### src/common/wb_mem_pkg.sv
`default_nettype none

package wb_mem_pkg;

  // bus widths shared by the master, the interconnect and the slave.
  localparam int ADR_W = 32;
  localparam int DAT_W = 32;
  localparam int SEL_W = 4;

  // one select bit covers one byte lane of the data bus.
  localparam int BYTE_W = DAT_W / SEL_W;

  // number of address bits below the word index.
  localparam int BYTE_LSB = $clog2(SEL_W);

  // command opcode as given on the command side.
  typedef enum logic {
    WB_OP_READ  = 1'b0,
    WB_OP_WRITE = 1'b1
  } wb_op_t;

  // status returned with every response pulse.
  // a timeout also covers accesses outside the memory window.
  typedef enum logic {
    WB_ST_OK      = 1'b0,
    WB_ST_TIMEOUT = 1'b1
  } wb_status_t;

endpackage

`default_nettype wire

### src/wb_cmd_master.sv
`timescale 1ns/1ps
`default_nettype none

module wb_cmd_master #(
  parameter int TIMEOUT_CYCLES = 16
) (
  input  wire                               clk,
  input  wire                               rst,
  input  wire                               i_cmd_valid,
  input  wire wb_mem_pkg::wb_op_t           i_cmd_op,
  input  wire  [wb_mem_pkg::ADR_W-1:0]      i_cmd_adr,
  input  wire  [wb_mem_pkg::DAT_W-1:0]      i_cmd_dat,
  input  wire  [wb_mem_pkg::SEL_W-1:0]      i_cmd_sel,
  output logic                              o_busy,
  output logic                              o_rsp_valid,
  output wb_mem_pkg::wb_status_t            o_rsp_status,
  output logic [wb_mem_pkg::DAT_W-1:0]      o_rsp_dat,
  output logic                              o_wb_we,
  output logic                              o_wb_stb,
  output logic                              o_wb_cyc,
  output logic [wb_mem_pkg::SEL_W-1:0]      o_wb_sel,
  output logic [wb_mem_pkg::ADR_W-1:0]      o_wb_adr,
  output logic [wb_mem_pkg::DAT_W-1:0]      o_wb_dat,
  input  wire  [wb_mem_pkg::DAT_W-1:0]      i_wb_dat,
  input  wire                               i_wb_ack,
  input  wire                               i_wb_int,
  output logic                              o_irq
);

  import wb_mem_pkg::*;

  typedef enum logic [1:0] {
    IDLE,
    BUS,
    RESP
  } state_t;

  localparam int TO_W = $clog2(TIMEOUT_CYCLES + 1);

  state_t          state;
  logic [TO_W-1:0] to_cnt;
  logic            accept;
  logic            timed_out;

  assign o_busy      = (state == BUS);
  assign o_rsp_valid = (state == RESP);
  assign accept      = i_cmd_valid && !o_busy;

  // the timeout fires one edge after TIMEOUT_CYCLES edges without an ack.
  assign timed_out = (to_cnt == TO_W'(TIMEOUT_CYCLES));

  // a new command may also be taken in the response cycle, since busy is low there.
  always_ff @(posedge clk) begin
    if (rst) begin
      state    <= IDLE;
      o_wb_cyc <= 1'b0;
      o_wb_stb <= 1'b0;
      o_wb_we  <= 1'b0;
      o_wb_sel <= '0;
      o_wb_adr <= '0;
      o_wb_dat <= '0;
      to_cnt   <= '0;
    end else begin
      case (state)
        IDLE, RESP: begin
          if (accept) begin
            state    <= BUS;
            o_wb_cyc <= 1'b1;
            o_wb_stb <= 1'b1;
            o_wb_we  <= (i_cmd_op == WB_OP_WRITE);
            o_wb_sel <= i_cmd_sel;
            o_wb_adr <= i_cmd_adr;
            o_wb_dat <= i_cmd_dat;
            to_cnt   <= '0;
          end else begin
            state <= IDLE;
          end
        end
        BUS: begin
          if (i_wb_ack || timed_out) begin
            state    <= RESP;
            o_wb_cyc <= 1'b0;
            o_wb_stb <= 1'b0;
          end else begin
            to_cnt <= to_cnt + 1'b1;
          end
        end
        default: begin
          state <= IDLE;
        end
      endcase
    end
  end

  // response payload, captured on the edge that ends the bus cycle.
  always_ff @(posedge clk) begin
    if (state == BUS) begin
      if (i_wb_ack) begin
        o_rsp_status <= WB_ST_OK;
        o_rsp_dat    <= o_wb_we ? '0 : i_wb_dat;
      end else if (timed_out) begin
        o_rsp_status <= WB_ST_TIMEOUT;
        o_rsp_dat    <= '0;
      end
    end
  end

  always_ff @(posedge clk) begin
    if (rst) begin
      o_irq <= 1'b0;
    end else begin
      o_irq <= i_wb_int;
    end
  end

  a_stb_eq_cyc : assert property (@(posedge clk) disable iff (rst) o_wb_stb == o_wb_cyc);

  a_rsp_single : assert property (
    @(posedge clk) disable iff (rst) o_rsp_valid |=> !o_rsp_valid
  );

endmodule

`default_nettype wire

### src/wb_mem_subsystem.sv
`timescale 1ns/1ps
`default_nettype none

module wb_mem_subsystem #(
  parameter logic [wb_mem_pkg::ADR_W-1:0] MEM_OFFSET     = 32'h0000_1000,
  parameter int                           MEM_SIZE       = 256,
  parameter int                           DEPTH          = 64,
  parameter int                           WAIT_STATES    = 2,
  parameter int                           TIMEOUT_CYCLES = 16
) (
  input  wire                               clk,
  input  wire                               rst,
  input  wire                               i_cmd_valid,
  input  wire wb_mem_pkg::wb_op_t           i_cmd_op,
  input  wire  [wb_mem_pkg::ADR_W-1:0]      i_cmd_adr,
  input  wire  [wb_mem_pkg::DAT_W-1:0]      i_cmd_dat,
  input  wire  [wb_mem_pkg::SEL_W-1:0]      i_cmd_sel,
  output logic                              o_busy,
  output logic                              o_rsp_valid,
  output wb_mem_pkg::wb_status_t            o_rsp_status,
  output logic [wb_mem_pkg::DAT_W-1:0]      o_rsp_dat,
  output logic                              o_irq
);

  import wb_mem_pkg::*;

  // master side of the interconnect.
  logic             m_we;
  logic             m_stb;
  logic             m_cyc;
  logic [SEL_W-1:0] m_sel;
  logic [ADR_W-1:0] m_adr;
  logic [DAT_W-1:0] m_wdat;
  logic [DAT_W-1:0] m_rdat;
  logic             m_ack;
  logic             m_int;

  // slave side of the interconnect.
  logic             s0_we;
  logic             s0_stb;
  logic             s0_cyc;
  logic [SEL_W-1:0] s0_sel;
  logic [ADR_W-1:0] s0_adr;
  logic [DAT_W-1:0] s0_wdat;
  logic [DAT_W-1:0] s0_rdat;
  logic             s0_ack;
  logic             s0_int;

  wb_cmd_master #(
    .TIMEOUT_CYCLES (TIMEOUT_CYCLES)
  ) i_wb_cmd_master (
    .clk          (clk),
    .rst          (rst),
    .i_cmd_valid  (i_cmd_valid),
    .i_cmd_op     (i_cmd_op),
    .i_cmd_adr    (i_cmd_adr),
    .i_cmd_dat    (i_cmd_dat),
    .i_cmd_sel    (i_cmd_sel),
    .o_busy       (o_busy),
    .o_rsp_valid  (o_rsp_valid),
    .o_rsp_status (o_rsp_status),
    .o_rsp_dat    (o_rsp_dat),
    .o_wb_we      (m_we),
    .o_wb_stb     (m_stb),
    .o_wb_cyc     (m_cyc),
    .o_wb_sel     (m_sel),
    .o_wb_adr     (m_adr),
    .o_wb_dat     (m_wdat),
    .i_wb_dat     (m_rdat),
    .i_wb_ack     (m_ack),
    .i_wb_int     (m_int),
    .o_irq        (o_irq)
  );

  wb_mem_interconnect #(
    .MEM_OFFSET (MEM_OFFSET),
    .MEM_SIZE   (MEM_SIZE)
  ) i_wb_mem_interconnect (
    .clk      (clk),
    .rst      (rst),
    .i_m_we   (m_we),
    .i_m_stb  (m_stb),
    .i_m_cyc  (m_cyc),
    .i_m_sel  (m_sel),
    .i_m_adr  (m_adr),
    .i_m_dat  (m_wdat),
    .o_m_dat  (m_rdat),
    .o_m_ack  (m_ack),
    .o_m_int  (m_int),
    .o_s0_we  (s0_we),
    .o_s0_cyc (s0_cyc),
    .o_s0_stb (s0_stb),
    .o_s0_sel (s0_sel),
    .o_s0_adr (s0_adr),
    .o_s0_dat (s0_wdat),
    .i_s0_ack (s0_ack),
    .i_s0_dat (s0_rdat),
    .i_s0_int (s0_int)
  );

  wb_sram_slave #(
    .DEPTH       (DEPTH),
    .WAIT_STATES (WAIT_STATES)
  ) i_wb_sram_slave (
    .clk   (clk),
    .rst   (rst),
    .i_we  (s0_we),
    .i_stb (s0_stb),
    .i_cyc (s0_cyc),
    .i_sel (s0_sel),
    .i_adr (s0_adr),
    .i_dat (s0_wdat),
    .o_dat (s0_rdat),
    .o_ack (s0_ack),
    .o_int (s0_int)
  );

endmodule

`default_nettype wire

### src/wb_sram_slave.sv
`timescale 1ns/1ps
`default_nettype none

module wb_sram_slave #(
  parameter int DEPTH       = 64,
  parameter int WAIT_STATES = 2
) (
  input  wire                            clk,
  input  wire                            rst,
  input  wire                            i_we,
  input  wire                            i_stb,
  input  wire                            i_cyc,
  input  wire  [wb_mem_pkg::SEL_W-1:0]   i_sel,
  input  wire  [wb_mem_pkg::ADR_W-1:0]   i_adr,
  input  wire  [wb_mem_pkg::DAT_W-1:0]   i_dat,
  output logic [wb_mem_pkg::DAT_W-1:0]   o_dat,
  output logic                           o_ack,
  output logic                           o_int
);

  import wb_mem_pkg::*;

  localparam int IDX_W = (DEPTH > 1) ? $clog2(DEPTH) : 1;
  localparam int CNT_W = (WAIT_STATES > 0) ? $clog2(WAIT_STATES + 1) : 1;

  logic [DAT_W-1:0] mem [DEPTH];
  logic [IDX_W-1:0] word_idx;
  logic [CNT_W-1:0] wait_cnt;
  logic             req;
  logic             ack_now;
  logic             last_word;

  // the window base is aligned to its size, so the low bits index the words.
  assign word_idx = i_adr[BYTE_LSB +: IDX_W];

  // a request is pending until its ack has been given.
  assign req       = i_cyc && i_stb && !o_ack;
  assign ack_now   = req && (wait_cnt == CNT_W'(WAIT_STATES));
  assign last_word = (word_idx == IDX_W'(DEPTH - 1));

  always_ff @(posedge clk) begin
    if (rst) begin
      wait_cnt <= '0;
      o_ack    <= 1'b0;
      o_int    <= 1'b0;
    end else begin
      o_ack <= ack_now;
      if (ack_now || !req) begin
        wait_cnt <= '0;
      end else begin
        wait_cnt <= wait_cnt + 1'b1;
      end
      // write sets the flag and read clears it.
      if (ack_now && last_word) begin
        o_int <= i_we;
      end
    end
  end

  // memory access happens on the edge that raises the ack.
  always_ff @(posedge clk) begin
    if (ack_now) begin
      if (i_we) begin
        for (int b = 0; b < SEL_W; b++) begin
          if (i_sel[b]) begin
            mem[word_idx][b*BYTE_W +: BYTE_W] <= i_dat[b*BYTE_W +: BYTE_W];
          end
        end
      end else begin
        o_dat <= mem[word_idx];
      end
    end
  end

  // the master must hold the cycle until it has seen the ack.
  a_ack_in_cyc : assert property (@(posedge clk) disable iff (rst) o_ack |-> i_cyc);

endmodule

`default_nettype wire

### src/wb_mem_interconnect/wb_mem_interconnect.sv
`timescale 1ns/1ps
`default_nettype none

module wb_mem_interconnect #(
  parameter logic [wb_mem_pkg::ADR_W-1:0] MEM_OFFSET = 32'h0000_1000,
  parameter int                           MEM_SIZE   = 256
) (
  input  wire                            clk,
  input  wire                            rst,
  input  wire                            i_m_we,
  input  wire                            i_m_stb,
  input  wire                            i_m_cyc,
  input  wire  [wb_mem_pkg::SEL_W-1:0]   i_m_sel,
  input  wire  [wb_mem_pkg::ADR_W-1:0]   i_m_adr,
  input  wire  [wb_mem_pkg::DAT_W-1:0]   i_m_dat,
  output logic [wb_mem_pkg::DAT_W-1:0]   o_m_dat,
  output logic                           o_m_ack,
  output logic                           o_m_int,
  output logic                           o_s0_we,
  output logic                           o_s0_cyc,
  output logic                           o_s0_stb,
  output logic [wb_mem_pkg::SEL_W-1:0]   o_s0_sel,
  output logic [wb_mem_pkg::ADR_W-1:0]   o_s0_adr,
  output logic [wb_mem_pkg::DAT_W-1:0]   o_s0_dat,
  input  wire                            i_s0_ack,
  input  wire  [wb_mem_pkg::DAT_W-1:0]   i_s0_dat,
  input  wire                            i_s0_int
);

  import wb_mem_pkg::*;

  // the window is a power of two and aligned, so a mask compare is enough.
  localparam logic [ADR_W-1:0] WIN_MASK = ADR_W'(MEM_SIZE - 1);

  // explicit bounds, one bit wider so the top of the window cannot wrap.
  localparam logic [ADR_W:0] WIN_LO = {1'b0, MEM_OFFSET};
  localparam logic [ADR_W:0] WIN_HI = WIN_LO + (ADR_W + 1)'(MEM_SIZE);

  logic in_window;
  logic s0_sel;

  assign in_window = ((i_m_adr & ~WIN_MASK) == MEM_OFFSET);

  always_comb begin
    if (rst) begin
      s0_sel = 1'b0;
    end else begin
      s0_sel = in_window;
    end
  end

  // return path back to the master.
  always_comb begin
    if (s0_sel) begin
      o_m_dat = i_s0_dat;
      o_m_ack = i_s0_ack;
      o_m_int = i_s0_int;
    end else begin
      o_m_dat = '0;
      o_m_ack = 1'b0;
      o_m_int = 1'b0;
    end
  end

  // forward path to the slave.
  assign o_s0_we  = s0_sel ? i_m_we  : 1'b0;
  assign o_s0_cyc = s0_sel ? i_m_cyc : 1'b0;
  assign o_s0_stb = s0_sel ? i_m_stb : 1'b0;
  assign o_s0_sel = s0_sel ? i_m_sel : '0;
  assign o_s0_adr = s0_sel ? i_m_adr : '0;
  assign o_s0_dat = s0_sel ? i_m_dat : '0;

  // cross-check the mask decode against a plain range compare.
  a_stb_in_window : assert property (
    @(posedge clk) o_s0_stb |-> (({1'b0, i_m_adr} >= WIN_LO) && ({1'b0, i_m_adr} < WIN_HI))
  );

endmodule

`default_nettype wire

### config.mk
export PLATFORM = sky130hd
export DESIGN_NAME = wb_mem_subsystem
export DESIGN_NICKNAME = d
export VERILOG_FILES = /design/src/common/wb_mem_pkg.sv /design/src/wb_cmd_master.sv /design/src/wb_mem_subsystem.sv /design/src/wb_sram_slave.sv /design/src/wb_mem_interconnect/wb_mem_interconnect.sv
export SDC_FILE = /design/constraint.sdc
export NUM_CORES = 2
export LEC_CHECK = 0
export BUFFER_PORTS_ARGS = -buffer_cell sky130_fd_sc_hd__buf_2
export CAP_MARGIN = 25
export CORE_ASPECT_RATIO = 0.8
export CORE_MARGIN = 5
export CORE_UTILIZATION = 32
export CTS_BUF_LIST = sky130_fd_sc_hd__clkbuf_8
export CTS_CLUSTER_SIZE = 16
export DETAILED_ROUTE_END_ITERATION = 10
export PLACE_DENSITY = 0.56
export SLEW_MARGIN = 5
export SYNTH_ARGS = -nofsm -noshare
export SYNTH_HDL_FRONTEND = slang
export SYNTH_SLANG_ARGS = --single-unit
### constraint.sdc
create_clock -name clk -period 11.6 [get_ports clk]
set_clock_uncertainty 0.15 [all_clocks]
set_input_delay 2.32 -clock clk [delete_from_list [all_inputs] [get_ports clk]]
set_output_delay 2.32 -clock clk [all_outputs]
set_load 0.01 [all_outputs]
==> summary.md <==
| Metric | Value |
|---|---|
| Status | finished, final reports clean |
| Io pins | 108 |
| DP Cell Count | 8811 |
| Largest net degree at the start of global routing | 99 |
| HPWL Detailed | 170000 um |
| Die area | roughly 0.27 mm^2 |
| Layout cell share with drive strength beyond 1 | between 10% and 20% |
| Total Power | between 10 and 15 mW |
| TNS Setup | 0 ps |
| Remaining DRCs | 0 |
| Clock Sinks | 2193 |
| Final setup fails | 0 |
| Clock Tree Buf Depth | 4 |
| Peak supply drop | roughly 0.077 mV |
| WL/cell | about 31 um |
| Fmax | around 0.14 GHz |
| # resized after CTS | 0 |
| Max-slew violation count | 0 |
| PwrDens | 155 mW/mm^2 |
| Global-route wire length before repair | approximately 400000 um |
| Cell area after layout | between 0.09 and 0.1 mm^2 |
| RSZ-0062 raised after global routing | no |
| Final net count | about 5.7k |
| Post-CTS Hold Buffers | 0 |
| Maxcap violations | 0 |
| Synth top area share | between 70% and 80% |
| Initial core utilization | between 30% and 40% |
| Critical path class | input port to flip-flop |
| Vias post-DR | roughly 54k |
| Sequential Area | roughly 0.065 mm^2 |
| Synth unique cells | 82 |
| Routability congestion estimate | roughly 0.84 |
| Synth Cell Area | approximately 0.084 mm^2 |
| R2R setup slack | ~5500 ps |
| CP startpoint kind | input port |
| Syn avg cell area | around 16 um^2 |
| Clk_lat worst skew | 970 ps |
| Critical path arrival | 7900 ps |
| Post-layout min period | about 7400 ps |
| Clk slew on worst S/H paths | about 60 ps |
| Least-Margin Pin Slew | between 1000 and 1500 ps |
| P&R area growth vs syn | 14.8% |
| R2r worst-path depth | 10 |
| Period Utilization, post-route | between 60% and 70% |
| DP Area | about 0.090 mm^2 |
| Lkg Pwr | ~34 nW |
| Vias per inst | 5.69 |
| Post-Layout Cell Count | roughly 9.4k |
| Top cells by area, synth | edfxtp_1 (76%), mux2i_1 (2.5%), nand2_1 (2.3%) |
| TritonCTS buffer count | roughly 340 |
| Core area | about 0.26 mm^2 |
| Row cnt | 168 |
| Post-synthesis sequential area ratio | 77.7% |
| TritonCTS clock tree | done |
| Worst setup EP type | flip-flop |
| Synth Net Count | 5323 |
| Crit-path max FO | a little under 80 |
| Dominant cell type by area after synthesis | edfxtp_1 |
| Hold Path Class | flip-flop to flip-flop |
| Hold depth | 1 |
| Initial DRC Count | approximately 9k |
| Global route overflow | 0 |
| Port Buffers | between 100 and 150 |
| Relative slew slack | a little under a quarter |
| Number of synthesized flops with an enable pin | between 2k and 2.5k |
| Endpoints failing hold | 0 |
| WL final | a little under 300000 um |
| DRT antenna net count | 0 |
| Most used flip-flop cell after synthesis | edfxtp_1 |
| Post-synthesis register bit count | about 2.2k |
| Clk Tree Root Cell | clkbuf_8 |
| Yosys warns | 0 |
| DIE HEIGHT | 467 um |
| Fill cell count | between 20k and 25k |
| Syn Inst Count | around 5.2k |
| GRT Resource Usage Total | about a fifth |
| DIE WIDTH | 582 um |
| Number of global-route vias before repair | 51.2k |
| Initial antenna violation count | 26 |
| Critical Path RT | about 12000 ps |
| H-tree Lvls | 5 |
| Router iterations before antenna repair | 8 |
| Area occupied by multi-input gates | about 0.017 mm^2 |
| Post CTS Setup Buffer Count | 0 |
| Async set-reset flop share out of synthesis | 0% |
[routing by layer]
layer | vias to the layer above | GRT usage, % | routed length [um]
met2 | 3659 | 30.3 | 126000
met3 | 528 | 5.92 | 37200
met4 | 8 | 6.75 | 8930
met5 | - | 0 | 54
li1 | 21900 | - | -
met1 | 27400 | 29.3 | 118000
[state kept, by name (all words and copies together), names as in the netlist, 2 cells and up]
name and count:
i_wb_cmd_master.o_rsp_dat 32, i_wb_cmd_master.o_wb_adr 30, i_wb_cmd_master.o_wb_dat 32, i_wb_cmd_master.o_wb_sel 4, i_wb_cmd_master.state 2, i_wb_cmd_master.to_cnt 5
i_wb_sram_slave.mem 2048, i_wb_sram_slave.o_dat 32, i_wb_sram_slave.wait_cnt 2
[report_power, final]
part	leakage, nW	switching [mW]	internal [mW]
registers	23.1	0.0240	8.56
logic	7.50	0.192	0.0652
clock network	3.51	3.02	3.01
total	34.1	3.24	11.6
[through the flow]
step / hold WS, ps / util (%) / worst slack (ps)
CTS: 271 / 36.8 / 4460
global placement: 262 / 34.2 / 3440
global route: 290 / 36.8 / 4190
floorplan: 241 / - / 5900
finish: 272 / 36.8 / 4190
detailed placement: 262 / 34.5 / 3460
[final timing paths]
kind	start	end
max	rst	i_wb_sram_slave.o_dat[3]$_DFFE_PP_
min	i_wb_sram_slave.wait_cnt[0]$_SDFF_PP0_	i_wb_sram_slave.wait_cnt[0]$_SDFF_PP0_
max reg2reg	i_wb_cmd_master.o_wb_adr[9]$_SDFFE_PP0P_	i_wb_sram_slave.o_dat[3]$_DFFE_PP_
min reg2reg	i_wb_sram_slave.wait_cnt[0]$_SDFF_PP0_	i_wb_sram_slave.wait_cnt[0]$_SDFF_PP0_
[layout make-up]
type | count | share of cell area, %
multi-input cells | 2663 | 18.0
inverters | 9 | 0.0352
flip-flops and latches | 2193 | 67.7
clock buffers | 354 | 5.07
clock inverters | 229 | 1.23
repair buffers | 468 | 3.42
diodes | 15 | 0.0391
well taps | 3485 | 4.54
[cells in the mapped netlist (5+ instances only)]
cell type,instances
a311oi_1,5
a221oi_1,102
or3_1,16
a21o_1,10
buf_1,39
o2111ai_1,9
clkbuf_1,182
mux2_2,65
o2bb2ai_1,10
nor2_1,135
a31oi_1,38
buf_6,5
a22oi_1,215
a2111oi_0,5
nor3_1,257
o221ai_1,9
o22ai_1,33
a221o_1,13
o21ai_0,163
o31ai_1,5
dfxtp_1,80
o211ai_1,18
nand3_1,76
a211oi_1,17
edfxtp_1,2113
nand2_1,503
buf_4,26
nor2b_1,7
buf_2,131
inv_1,7
mux2i_1,210
a22o_1,46
a21oi_1,291
and2_1,44
nor4_1,23
nand4_1,27
o21ai_1,8
a222oi_1,133
and3_1,70
or4_1,12
[worst max-delay path: stages]
cell      delay (ps)
buf_2             90
buf_4            370
nor4_1           590
and4_4           710
buf_4            650
nand3_4          640
buf_4            500
a221o_1          400
nor4b_1          670
nor3_1           120
a211oi_1         710
a31oi_1           80
[cells in the final DEF (no fill, tap or decap), drive strengths merged, types with 27 or more instances in the layout]
master  instances
mux2           67
a221oi        102
o22ai          33
nand4          27
nand3          77
nor3          263
inv           122
a31oi          38
clkinv        102
a21oi         291
a22o           46
nor2          137
and3           70
edfxtp       2113
a22oi         215
a222oi        133
and2           45
mux2i         210
nand2         505
clkbuf        355
buf           467
dfxtp          80
o21ai         171
[cells by family (layout without fill, tap and decap cells)]
group | count (synthesis) | count (layout) | share of synthesized area, %
adder cells (fa/ha/maj) | 3 | 3 | 0.0449
AND/OR/NAND/NOR | 1205 | 1205 | 6.78
multiplexers | 280 | 280 | 3.49
AO/OA/AOI/OAI | 1172 | 1172 | 9.81
buffers and inverters | 392 | 1060 | 2.12
XOR/XNOR | 3 | 3 | 0.0314
other | 0 | 15 | 0
flip-flops | 2193 | 2193 | 77.7
Note: power is estimated with default switching activity, not from simulation.
